### config.mk
export PLATFORM = sky130hd
export DESIGN_NAME = lbp_core
export DESIGN_NICKNAME = d
export VERILOG_FILES = /design/src/logic/lbp_pkg.sv /design/src/logic/lbp_core.sv /design/src/logic/wb_sample_loader.sv /design/src/logic/lbp_encoder.sv /design/src/logic/diag_interp.sv /design/src/logic/sync_fifo.sv
export VERILOG_INCLUDE_DIRS = /design/src /design/src/logic
export SDC_FILE = /design/constraint.sdc
export NUM_CORES = 2
export LEC_CHECK = 0
export BUFFER_PORTS_ARGS = -buffer_cell sky130_fd_sc_hd__buf_4
export CORE_ASPECT_RATIO = 0.7
export CORE_UTILIZATION = 30
export DETAILED_ROUTE_END_ITERATION = 10
export HOLD_SLACK_MARGIN = 0.05
export PLACE_DENSITY = 0.51
export SLEW_MARGIN = 20
export SYNTH_ARGS = -nofsm -noshare
export SYNTH_HDL_FRONTEND = slang
export SYNTH_SLANG_ARGS = --single-unit
### constraint.sdc
create_clock -name clk -period 10.7 [get_ports clk]
set_input_delay 0.535 -clock clk [delete_from_list [all_inputs] [get_ports clk]]
set_output_delay 0.535 -clock clk [all_outputs]
set_load 0.1 [all_outputs]
### src/logic/lbp_defs.svh
`ifndef LBP_DEFS_SVH
`define LBP_DEFS_SVH

// Ring radius in pixels, 1 to 4
`define LBP_RADIUS 2

// FIFO depths in entries
`define LBP_SET_DEPTH 4
`define LBP_RES_DEPTH 4

// Wishbone word addresses
`define LBP_ADDR_CENTER 0
`define LBP_ADDR_AXIAL  1   // 0, 90, 180, 270 deg
`define LBP_ADDR_DIAG   5   // Groups 45..315 deg, each a, b, c, d
`define LBP_ADDR_COMMIT 21

`endif
### src/logic/lbp_pkg.sv
package lbp_pkg;

    typedef logic [7:0] pixel_t;

    // Grid pixels around one diagonal point
    typedef struct packed {
        pixel_t a;  // Near corner
        pixel_t b;
        pixel_t c;
        pixel_t d;  // Far corner
    } diag_group_t;

    typedef struct packed {
        pixel_t            center;
        pixel_t      [3:0] axial;  // Index 0 is 0 deg
        diag_group_t [3:0] diag;   // Index 0 is 45 deg
    } sample_set_t;

    typedef struct packed {
        logic [7:0] code;
        pixel_t     center;
    } lbp_result_t;

    // Q8 fractional offset of the diagonal point from the grid
    function automatic logic [7:0] diag_frac(input int radius);
        logic [7:0] f;
        case (radius)
            1:       f = 8'd181;
            2:       f = 8'd106;
            3:       f = 8'd31;
            4:       f = 8'd212;
            default: f = 8'd0;
        endcase
        return f;
    endfunction

endpackage

### src/logic/lbp_core.sv
`timescale 1ns/1ps
`include "lbp_defs.svh"

module lbp_core (
    input  logic       clk,
    input  logic       rst,
    input  logic       wb_cyc_i,
    input  logic       wb_stb_i,
    input  logic       wb_we_i,
    input  logic [4:0] wb_adr_i,
    input  logic [7:0] wb_dat_i,
    output logic [7:0] wb_dat_o,
    output logic       wb_ack_o,
    output logic       code_valid_o,
    output logic [7:0] code_o,
    output logic [7:0] center_o,
    input  logic       code_ready_i
);

    logic                 set_valid;
    logic                 set_ready;
    lbp_pkg::sample_set_t set_data;

    logic                 enc_valid;
    logic                 enc_ready;
    lbp_pkg::sample_set_t enc_data;

    logic                 res_valid;
    logic                 res_ready;
    lbp_pkg::lbp_result_t res_data;

    lbp_pkg::lbp_result_t code_data;

    wb_sample_loader u_loader (
        .clk         (clk),
        .rst         (rst),
        .wb_cyc_i    (wb_cyc_i),
        .wb_stb_i    (wb_stb_i),
        .wb_we_i     (wb_we_i),
        .wb_adr_i    (wb_adr_i),
        .wb_dat_i    (wb_dat_i),
        .set_ready_i (set_ready),
        .wb_dat_o    (wb_dat_o),
        .wb_ack_o    (wb_ack_o),
        .set_valid_o (set_valid),
        .set_data_o  (set_data)
    );

    sync_fifo #(
        .T     (lbp_pkg::sample_set_t),
        .DEPTH (`LBP_SET_DEPTH)
    ) u_set_fifo (
        .clk          (clk),
        .rst          (rst),
        .push_valid_i (set_valid),
        .push_data_i  (set_data),
        .push_ready_o (set_ready),
        .pop_valid_o  (enc_valid),
        .pop_data_o   (enc_data),
        .pop_ready_i  (enc_ready)
    );

    lbp_encoder u_encoder (
        .clk         (clk),
        .rst         (rst),
        .in_valid_i  (enc_valid),
        .in_data_i   (enc_data),
        .in_ready_o  (enc_ready),
        .out_valid_o (res_valid),
        .out_data_o  (res_data),
        .out_ready_i (res_ready)
    );

    sync_fifo #(
        .T     (lbp_pkg::lbp_result_t),
        .DEPTH (`LBP_RES_DEPTH)
    ) u_res_fifo (
        .clk          (clk),
        .rst          (rst),
        .push_valid_i (res_valid),
        .push_data_i  (res_data),
        .push_ready_o (res_ready),
        .pop_valid_o  (code_valid_o),
        .pop_data_o   (code_data),
        .pop_ready_i  (code_ready_i)
    );

    assign code_o   = code_data.code;
    assign center_o = code_data.center;

endmodule

### src/logic/wb_sample_loader.sv
`timescale 1ns/1ps
`include "lbp_defs.svh"

module wb_sample_loader (
    input  logic                 clk,
    input  logic                 rst,
    input  logic                 wb_cyc_i,
    input  logic                 wb_stb_i,
    input  logic                 wb_we_i,
    input  logic [4:0]           wb_adr_i,
    input  logic [7:0]           wb_dat_i,
    input  logic                 set_ready_i,
    output logic [7:0]           wb_dat_o,
    output logic                 wb_ack_o,
    output logic                 set_valid_o,
    output lbp_pkg::sample_set_t set_data_o
);

    localparam int NUM_PIX = `LBP_ADDR_COMMIT;

    lbp_pkg::pixel_t pix_q [NUM_PIX];

    logic ack_q;
    logic commit_q;
    logic req;
    logic is_pix;
    logic is_commit;

    assign req       = wb_cyc_i && wb_stb_i && !ack_q;  // Strobe not yet answered
    assign is_pix    = wb_adr_i < 5'(NUM_PIX);
    assign is_commit = wb_we_i && (wb_adr_i == 5'(`LBP_ADDR_COMMIT));

    always_ff @(posedge clk) begin
        if (rst) begin
            ack_q    <= 1'b0;
            commit_q <= 1'b0;
        end else begin
            ack_q    <= req && (!is_commit || set_ready_i);  // Commit waits for space
            commit_q <= req && is_commit && set_ready_i;
        end
    end

    always_ff @(posedge clk) begin
        if (req && wb_we_i && is_pix) begin
            pix_q[wb_adr_i] <= wb_dat_i;
        end
        if (req) begin
            wb_dat_o <= is_pix ? pix_q[wb_adr_i] : 8'h00;  // Unmapped reads as 0
        end
    end

    assign wb_ack_o    = ack_q;
    assign set_valid_o = commit_q;  // Push lands in the ack cycle

    // Register file to sample set layout
    always_comb begin
        set_data_o.center = pix_q[`LBP_ADDR_CENTER];
        for (int k = 0; k < 4; k++) begin
            set_data_o.axial[k]  = pix_q[`LBP_ADDR_AXIAL + k];
            set_data_o.diag[k].a = pix_q[`LBP_ADDR_DIAG + 4 * k];
            set_data_o.diag[k].b = pix_q[`LBP_ADDR_DIAG + 4 * k + 1];
            set_data_o.diag[k].c = pix_q[`LBP_ADDR_DIAG + 4 * k + 2];
            set_data_o.diag[k].d = pix_q[`LBP_ADDR_DIAG + 4 * k + 3];
        end
    end

    a_ack_pulse : assert property (
        @(posedge clk) disable iff (rst)
        wb_ack_o |=> !wb_ack_o
    );

    a_push_in_commit : assert property (
        @(posedge clk) disable iff (rst)
        set_valid_o |-> wb_cyc_i && wb_stb_i && is_commit
    );

endmodule

### src/logic/lbp_encoder.sv
`timescale 1ns/1ps

module lbp_encoder (
    input  logic                 clk,
    input  logic                 rst,
    input  logic                 in_valid_i,
    input  lbp_pkg::sample_set_t in_data_i,
    output logic                 in_ready_o,
    output logic                 out_valid_o,
    output lbp_pkg::lbp_result_t out_data_o,
    input  logic                 out_ready_i
);

    logic en;
    logic v1_q;
    logic v2_q;
    logic v3_q;

    lbp_pkg::pixel_t       c1_q;
    lbp_pkg::pixel_t       c2_q;
    lbp_pkg::pixel_t [3:0] ax1_q;
    lbp_pkg::pixel_t [3:0] ax2_q;
    lbp_pkg::pixel_t [3:0] diag_val;
    logic            [7:0] code_d;
    lbp_pkg::lbp_result_t  res_q;

    assign en         = !v3_q || out_ready_i;  // Output stage empty or drained
    assign in_ready_o = en;

    always_ff @(posedge clk) begin
        if (rst) begin
            v1_q <= 1'b0;
            v2_q <= 1'b0;
            v3_q <= 1'b0;
        end else if (en) begin
            v1_q <= in_valid_i;
            v2_q <= v1_q;
            v3_q <= v2_q;
        end
    end

    genvar g;
    generate
        for (g = 0; g < 4; g++) begin : g_diag
            diag_interp u_interp (
                .clk     (clk),
                .rst     (rst),
                .en_i    (en),
                .group_i (in_data_i.diag[g]),
                .value_o (diag_val[g])
            );
        end
    endgenerate

    // Centre and axial pixels wait for the interpolators
    always_ff @(posedge clk) begin
        if (en) begin
            c1_q  <= in_data_i.center;
            ax1_q <= in_data_i.axial;
            c2_q  <= c1_q;
            ax2_q <= ax1_q;
        end
    end

    // Even bits axial, odd bits diagonal
    always_comb begin
        for (int k = 0; k < 4; k++) begin
            code_d[2 * k]     = ax2_q[k] >= c2_q;
            code_d[2 * k + 1] = diag_val[k] >= c2_q;
        end
    end

    always_ff @(posedge clk) begin
        if (en) begin
            res_q.code   <= code_d;
            res_q.center <= c2_q;
        end
    end

    assign out_valid_o = v3_q;
    assign out_data_o  = res_q;

    a_hold_stalled : assert property (
        @(posedge clk) disable iff (rst)
        out_valid_o && !out_ready_i |=> out_valid_o && $stable(out_data_o)
    );

endmodule

### src/logic/diag_interp.sv
`timescale 1ns/1ps
`include "lbp_defs.svh"

module diag_interp (
    input  logic                 clk,
    input  logic                 rst,
    input  logic                 en_i,
    input  lbp_pkg::diag_group_t group_i,
    output lbp_pkg::pixel_t      value_o
);

    localparam int unsigned F = lbp_pkg::diag_frac(`LBP_RADIUS);

    // Bilinear weights in Q16, summing to 65536
    localparam logic [16:0] W_NEAR = 17'((256 - F) * (256 - F));
    localparam logic [16:0] W_SIDE = 17'(F * (256 - F));
    localparam logic [16:0] W_FAR  = 17'(F * F);

    logic [24:0] p_near_q;
    logic [25:0] p_side_q;  // Carries the b + c sum
    logic [24:0] p_far_q;
    logic [25:0] sum;

    always_ff @(posedge clk) begin
        if (rst) begin
            p_near_q <= '0;
            p_side_q <= '0;
            p_far_q  <= '0;
        end else if (en_i) begin
            p_near_q <= W_NEAR * group_i.a;
            p_side_q <= W_SIDE * (group_i.b + group_i.c);
            p_far_q  <= W_FAR * group_i.d;
        end
    end

    assign sum = p_near_q + p_side_q + p_far_q;

    always_ff @(posedge clk) begin
        if (rst) begin
            value_o <= '0;
        end else if (en_i) begin
            value_o <= sum[23:16];  // Drop the Q16 fraction
        end
    end

endmodule

### src/logic/sync_fifo.sv
`timescale 1ns/1ps

module sync_fifo #(
    parameter type T     = logic [7:0],
    parameter int  DEPTH = 4
) (
    input  logic clk,
    input  logic rst,
    input  logic push_valid_i,
    input  T     push_data_i,
    output logic push_ready_o,
    output logic pop_valid_o,
    output T     pop_data_o,
    input  logic pop_ready_i
);

    localparam int PTR_W = (DEPTH > 1) ? $clog2(DEPTH) : 1;
    localparam int CNT_W = $clog2(DEPTH + 1);

    T mem_q [DEPTH];

    logic [PTR_W-1:0] wr_ptr_q;
    logic [PTR_W-1:0] rd_ptr_q;
    logic [CNT_W-1:0] count_q;
    logic             full;
    logic             do_push;
    logic             do_pop;

    assign full         = count_q == CNT_W'(DEPTH);
    assign pop_valid_o  = count_q != '0;
    assign push_ready_o = !full || pop_ready_i;  // Full FIFO takes a push alongside a pop
    assign pop_data_o   = mem_q[rd_ptr_q];

    assign do_push = push_valid_i && push_ready_o;
    assign do_pop  = pop_valid_o && pop_ready_i;

    always_ff @(posedge clk) begin
        if (rst) begin
            wr_ptr_q <= '0;
            rd_ptr_q <= '0;
            count_q  <= '0;
        end else begin
            if (do_push) begin
                wr_ptr_q <= (wr_ptr_q == PTR_W'(DEPTH - 1)) ? '0 : wr_ptr_q + 1'b1;
            end
            if (do_pop) begin
                rd_ptr_q <= (rd_ptr_q == PTR_W'(DEPTH - 1)) ? '0 : rd_ptr_q + 1'b1;
            end
            if (do_push && !do_pop) begin
                count_q <= count_q + 1'b1;
            end else if (do_pop && !do_push) begin
                count_q <= count_q - 1'b1;
            end
        end
    end

    always_ff @(posedge clk) begin
        if (do_push) begin
            mem_q[wr_ptr_q] <= push_data_i;
        end
    end

    a_no_overflow : assert property (
        @(posedge clk) disable iff (rst)
        count_q <= CNT_W'(DEPTH)
    );

endmodule

Word level (Yosys, flattened, before mapping)
Memory sizes are Yosys's and may differ from the RTL's. A register that Yosys moved wholly into a read port is not among the register bits.
Index checks and enable logic that the tools add are counted.

word-level totals
  register bits = 395
  RAM bits = 904
  logic and storage cells = 142
  memories kept = 3

memories
  name              depth  width  rd ports  clocked after memory_dff  write ports  line                    source
  u_set_fifo.mem_q  4      168    1         1                         1            sync_fifo.sv:20         T mem_q [DEPTH];
  u_loader.pix_q    21     8      22        1                         1            wb_sample_loader.sv:21  lbp_pkg::pixel_t pix_q [NUM_PIX];
  u_res_fifo.mem_q  4      16     1         1                         1            sync_fifo.sv:20

operators by class
  add/subtract/negate cells = 20
  $mul = 12
  magnitude comparators = 9
  eq/ne operators = 7
  multiplexer cells = 18
  reductions and logical operators = 34

operators with widths
  kind                                               count
  adder 23 x 23 -> 24 bit                            4
  adder 24 x 22 -> 24 bit                            4
  multiplier 12 x 9 -> 21 bit, first input constant  4
  multiplier 13 x 8 -> 21 bit, first input constant  4
  multiplier 12 x 8 -> 20 bit, first input constant  4
  greater-or-equal comparator 8 bit                  8
  adder 8 x 8 -> 9 bit                               4
  logical AND 1 bit                                  16
  two-way mux 2 bit                                  8
  two-way mux 3 bit                                  4
  logical NOT 1 bit                                  10
  adder 2 x 1 -> 2 bit, second input constant        4
  == test 2 bit, second input constant               4
  adder 3 x 1 -> 3 bit, second input constant        2
  == test 3 bit, second input constant               2
  two-way mux 1 bit                                  6
  nonzero test 3 bit                                 2
  subtractor 3 x 1 -> 3 bit, second input constant   2
  == test 5 bit, second input constant               1
  < comparator 5 bit, second input constant          1
  logical OR 1 bit                                   4
  nonzero test 2 bit                                 2

Longest topological paths before layout
  depth in word-level cells = 10
  gate-level depth with buffers = 31
  mapped depth without buffers = 28

By module
Synthesis repeated with hierarchy kept, for this count alone.

second synthesis, totals
  cell total of the unflattened synthesis = 5439
  area total of the unflattened synthesis = 75514.9 um^2

by module, submodules not included
  module                                       times used  cells each  area an instance (um^2)  sequential area each (um^2)
  sync_fifo at u_set_fifo                      1           926         24661.2                  20359.5
  diag_interp at u_encoder.g_diag[0].u_interp  1           959         9128.8                   1401.3
  diag_interp at u_encoder.g_diag[2].u_interp  1           935         8936.1                   1401.3
  diag_interp at u_encoder.g_diag[3].u_interp  1           918         8886.0                   1401.3
  diag_interp at u_encoder.g_diag[1].u_interp  1           933         8857.2                   1401.3
  wb_sample_loader                             1           379         7880.1                   6045.8
  lbp_encoder                                  1           257         4376.7                   2942.8
  sync_fifo at u_res_fifo                      1           132         2788.9                   2102.0

Worst setup path after synthesis
Ideal clock, no wire load.

  path type = register to register
  from = register (tool-made name)
  to = register u_encoder.g_diag[3].u_interp.p_side_q[19]
  arrival = 6.869 ns
  path slack = 3.714 ns
  cell stages (with the launch flop) = 28
  period minus slack after synthesis = 6.986 ns
  path through = dfxtp_1 > clkbuf_1 > buf_1 > buf_2 > mux4_2 > ha_1 > fa_1 > a21o_1 > a21oi_1 > o21bai_1 > a21oi_1 > o21bai_1 > a21o_1 > ha_1 > ha_1 > or2_2 > fa_1 > inv_1 > fa_1 > inv_1 > ha_1 > and3_1 > a221o_1 > a21o_1 > a31oi_1 > o21ai_0 > xor2_1 > a22o_1

RTL lines
  item                  line               source
  to (signal assigned)  diag_interp.sv:31  p_side_q <= W_SIDE * (group_i.b + group_i.c);
  to (decl)             diag_interp.sv:20  logic [25:0] p_side_q;

==> run_results.csv <==
group,metric,value,unit
logic_synthesis,ys_ff_latch,1335,
global_routing,grt_pass1_vias,44600,
place,dp_hpwl,133000,um
clock_tree,cts-resized-gates,0,
place,gp_congestion,0.847,
timing,rsz0062_at_grt,"no",
clock_tree,h-tree-depth,4,
cells_and_area,fin_nets,6833,
place,io_buffer_count,44,
global_routing,groute.layer.met1.usage,22.9,%
clock_tree,hold_buffers,0,
logic_synthesis,syn_avg_cell_area,13.5,um^2
clock_tree,postCtsSetupBuffers,0,
detailed_routing,vias,43500,
logic_synthesis,synthTopCellsByCount,"edfxtp_1, ha_1, inv_1",
hold_path,hold_depth,3,
die,die_w,599,um
timing,final-hold-violation-count,0,
cells_and_area,utilization,34.0,%
global_routing,grt_busiest_layer,"met1",
worst_setup_path,worstRegToRegCells,26,
timing,slew_headroom,22.5,%
detailed_routing,via_per_inst,4.80,
logic_synthesis,seq_area_frac_synth,49.6,%
worst_setup_path,startpoint_type,"register",
die,coreArea,0.246,mm^2
logic_synthesis,synth_area,0.0748,mm^2
detailed_routing,dr.pass1.iters,5,
detailed_routing,ant_nets,0,
global_routing,antenna_found_initial,16,
global_routing,grt.total_usage,14.9,%
timing,post-route-period-util,70.8,%
status,run_status,"finished, final reports clean",
global_routing,grt_use_met2,21.0,%
logic_synthesis,ys_top_cells_by_area,"edfxtp_1, ha_1, fa_1",
cells_and_area,area_growth,12.0,%
worst_setup_path,crit_required,11.35,ns
die,fp.dieArea,0.251,mm^2
detailed_routing,wl_per_cell,20.6,um
timing,drv_slew,0,
clock_tree,root_buffer,"clkbuf_16",
timing,tns,0,ns
global_routing,grt_pass1_wl,282000,um
timing,finalSetupViolations,0,
detailed_routing,wl,186000,um
clock_tree,clk_latency,0.82,ns
logic_synthesis,yosys_warnings,0,
worst_setup_path,arrival,8.23,ns
logic_synthesis,synth.top_cell.area_share,41.5,%
clock_tree,cts_made_buffers,141,
die,io_pins,45,
place,placed_cells,8802,
clock_tree,clkSlewWorstSetupHoldPaths,0.07,ns
die,die_h,420,um
clock_tree,cts.path.max_buffers,4,
logic_synthesis,ys_types,77,
global_routing,grtUsageMet3,3.72,%
clock_tree,clkSinkCount,1335,
detailed_routing,drcViolationCount,0,
hold_path,hold_path_class,"in -> reg",
worst_setup_path,path_class,"reg -> reg",
logic_synthesis,synth_area_leader_cell,"edfxtp_1",
cells_and_area,stdcell_count,9061,
die,rows,152,
logic_synthesis,netlist_instances,5543,
logic_synthesis,yosysMostFrequentCell,"edfxtp_1",
global_routing,grt_max_degree,128,
global_routing,overflow,0,
cells_and_area,drive_gt1_share,9.86,%
timing,final.min_clock_period,7.58,ns
clock_tree,cts_tree,"done",
detailed_routing,first_iter_violations,3194,
timing,final.setup_skew,0.112,ns
worst_setup_path,endpoint_kind,"register",
timing,max_clock_freq,132,MHz
timing,tightest_slew,1.16,ns
worst_setup_path,path_max_fanout,24,
die,initial_core_util,30.3,%
logic_synthesis,synth_edf_count,1032,
job,maxCapViolCount,0,
logic_synthesis,async_flop_share,0,%
logic_synthesis,synth_flop_cell,"edfxtp_1",
sequential cells by signal, summed over array words and instances, names as in the netlist, 3 cells and up, named ones only:
register and cells:
u_encoder.g_diag.u_interp.p_far_q 80, u_encoder.c2_q 8, u_encoder.c1_q 8, u_encoder.ax1_q 32, u_loader.pix_q 192, u_encoder.g_diag.u_interp.p_side_q 84, u_res_fifo.count_q 3, u_encoder.g_diag.u_interp.value_o 32
u_res_fifo.mem_q 64, u_loader.wb_dat_o 8, u_set_fifo.mem_q 672, u_encoder.ax2_q 32, u_set_fifo.count_q 3, u_encoder.g_diag.u_interp.p_near_q 84, u_encoder.out_data_o 16
critical path, cell delays in order, from the launching register on:
cell	delay, ns
dfxtp_4	0.65
buf_4	0.52
mux4_2	0.57
ha_1	0.25
fa_1	0.46
a21o_1	0.17
a21oi_1	0.23
o21bai_1	0.09
a21oi_1	0.22
xnor2_1	0.31
inv_1	0.13
fa_1	0.49
inv_1	0.18
ha_1	0.22
xor2_1	0.19
ha_1	0.18
a21oi_1	0.05
fa_1	0.48
inv_1	0.04
ha_1	0.33
and3_1	0.23
a221o_1	0.39
a21o_1	0.18
a31oi_1	0.32
o21ai_0	0.16
xor2_1	0.16
a22o_1	0.20
layer usage:
layer | routed length (um) | part of all wire (%)
met5 | 192 | 0.10
met4 | 2670 | 1.4
met3 | 13100 | 7.0
met2 | 75300 | 40
met1 | 95100 | 51
placed cells by master (no fill, tap or decap), types with 59 or more instances in the layout:
cell / instances
edfxtp_1: 1032
ha_1: 759
inv_1: 578
nand2_1: 460
fa_1: 420
a21oi_1: 373
dfxtp_1: 301
mux4_2: 232
o21ai_0: 175
nor2_1: 152
clkbuf_16: 146
xnor2_1: 105
a21o_1: 91
buf_4: 81
xor2_1: 77
nand2b_1: 61
a211oi_1: 59
per-stage QoR:
stage	worst slack (ns)	instance area (um^2)	hold WS (ns)
finish	3.12	83700	0.107
global route	2.54	83700	0.0798
CTS	3.07	83700	0.0612
detailed placement	3.13	79100	0.405
global placement	3.16	79100	0.401
floorplan	3.71	74800	0.400
path summary, 6_finish.rpt:
path | startpoint | end | slack (ns)
max | register | u_encoder.g_diag[3].u_interp.p_side_q[19] | 3.12
min | code_ready_i | register | 0.11
max reg2reg | register | u_encoder.g_diag[3].u_interp.p_side_q[19] | 3.12
min reg2reg | u_encoder.ax1_q[4] | u_encoder.ax2_q[4] | 0.39
cell type report:
cell class / count / area (um^2)
clock buffers: 166 / 3740
repair buffers: 89 / 763
diodes: 11 / 27.5
flip-flops and latches: 1335 / 37100
fillers: 24200 / 163000
inverters: 579 / 2180
multi-input cells: 3489 / 35000
well taps: 3311 / 4140
clock inverters: 81 / 785
logic make-up after synthesis:
family | count (synthesis) | share of synthesized area (%)
flip-flops | 1335 | 49.6
adder cells (fa/ha/maj) | 1179 | 23.9
other | 1 | 0.00502
buffers and inverters | 742 | 3.79
AND/OR/NAND/NOR | 919 | 5.64
XOR/XNOR | 182 | 2.13
AO/OA/AOI/OAI | 940 | 7.76
multiplexers | 245 | 7.17
Power is left out: the tool's default activity adds up to more than one toggle a clock period on the data nets, which glitch-free logic cannot reach.
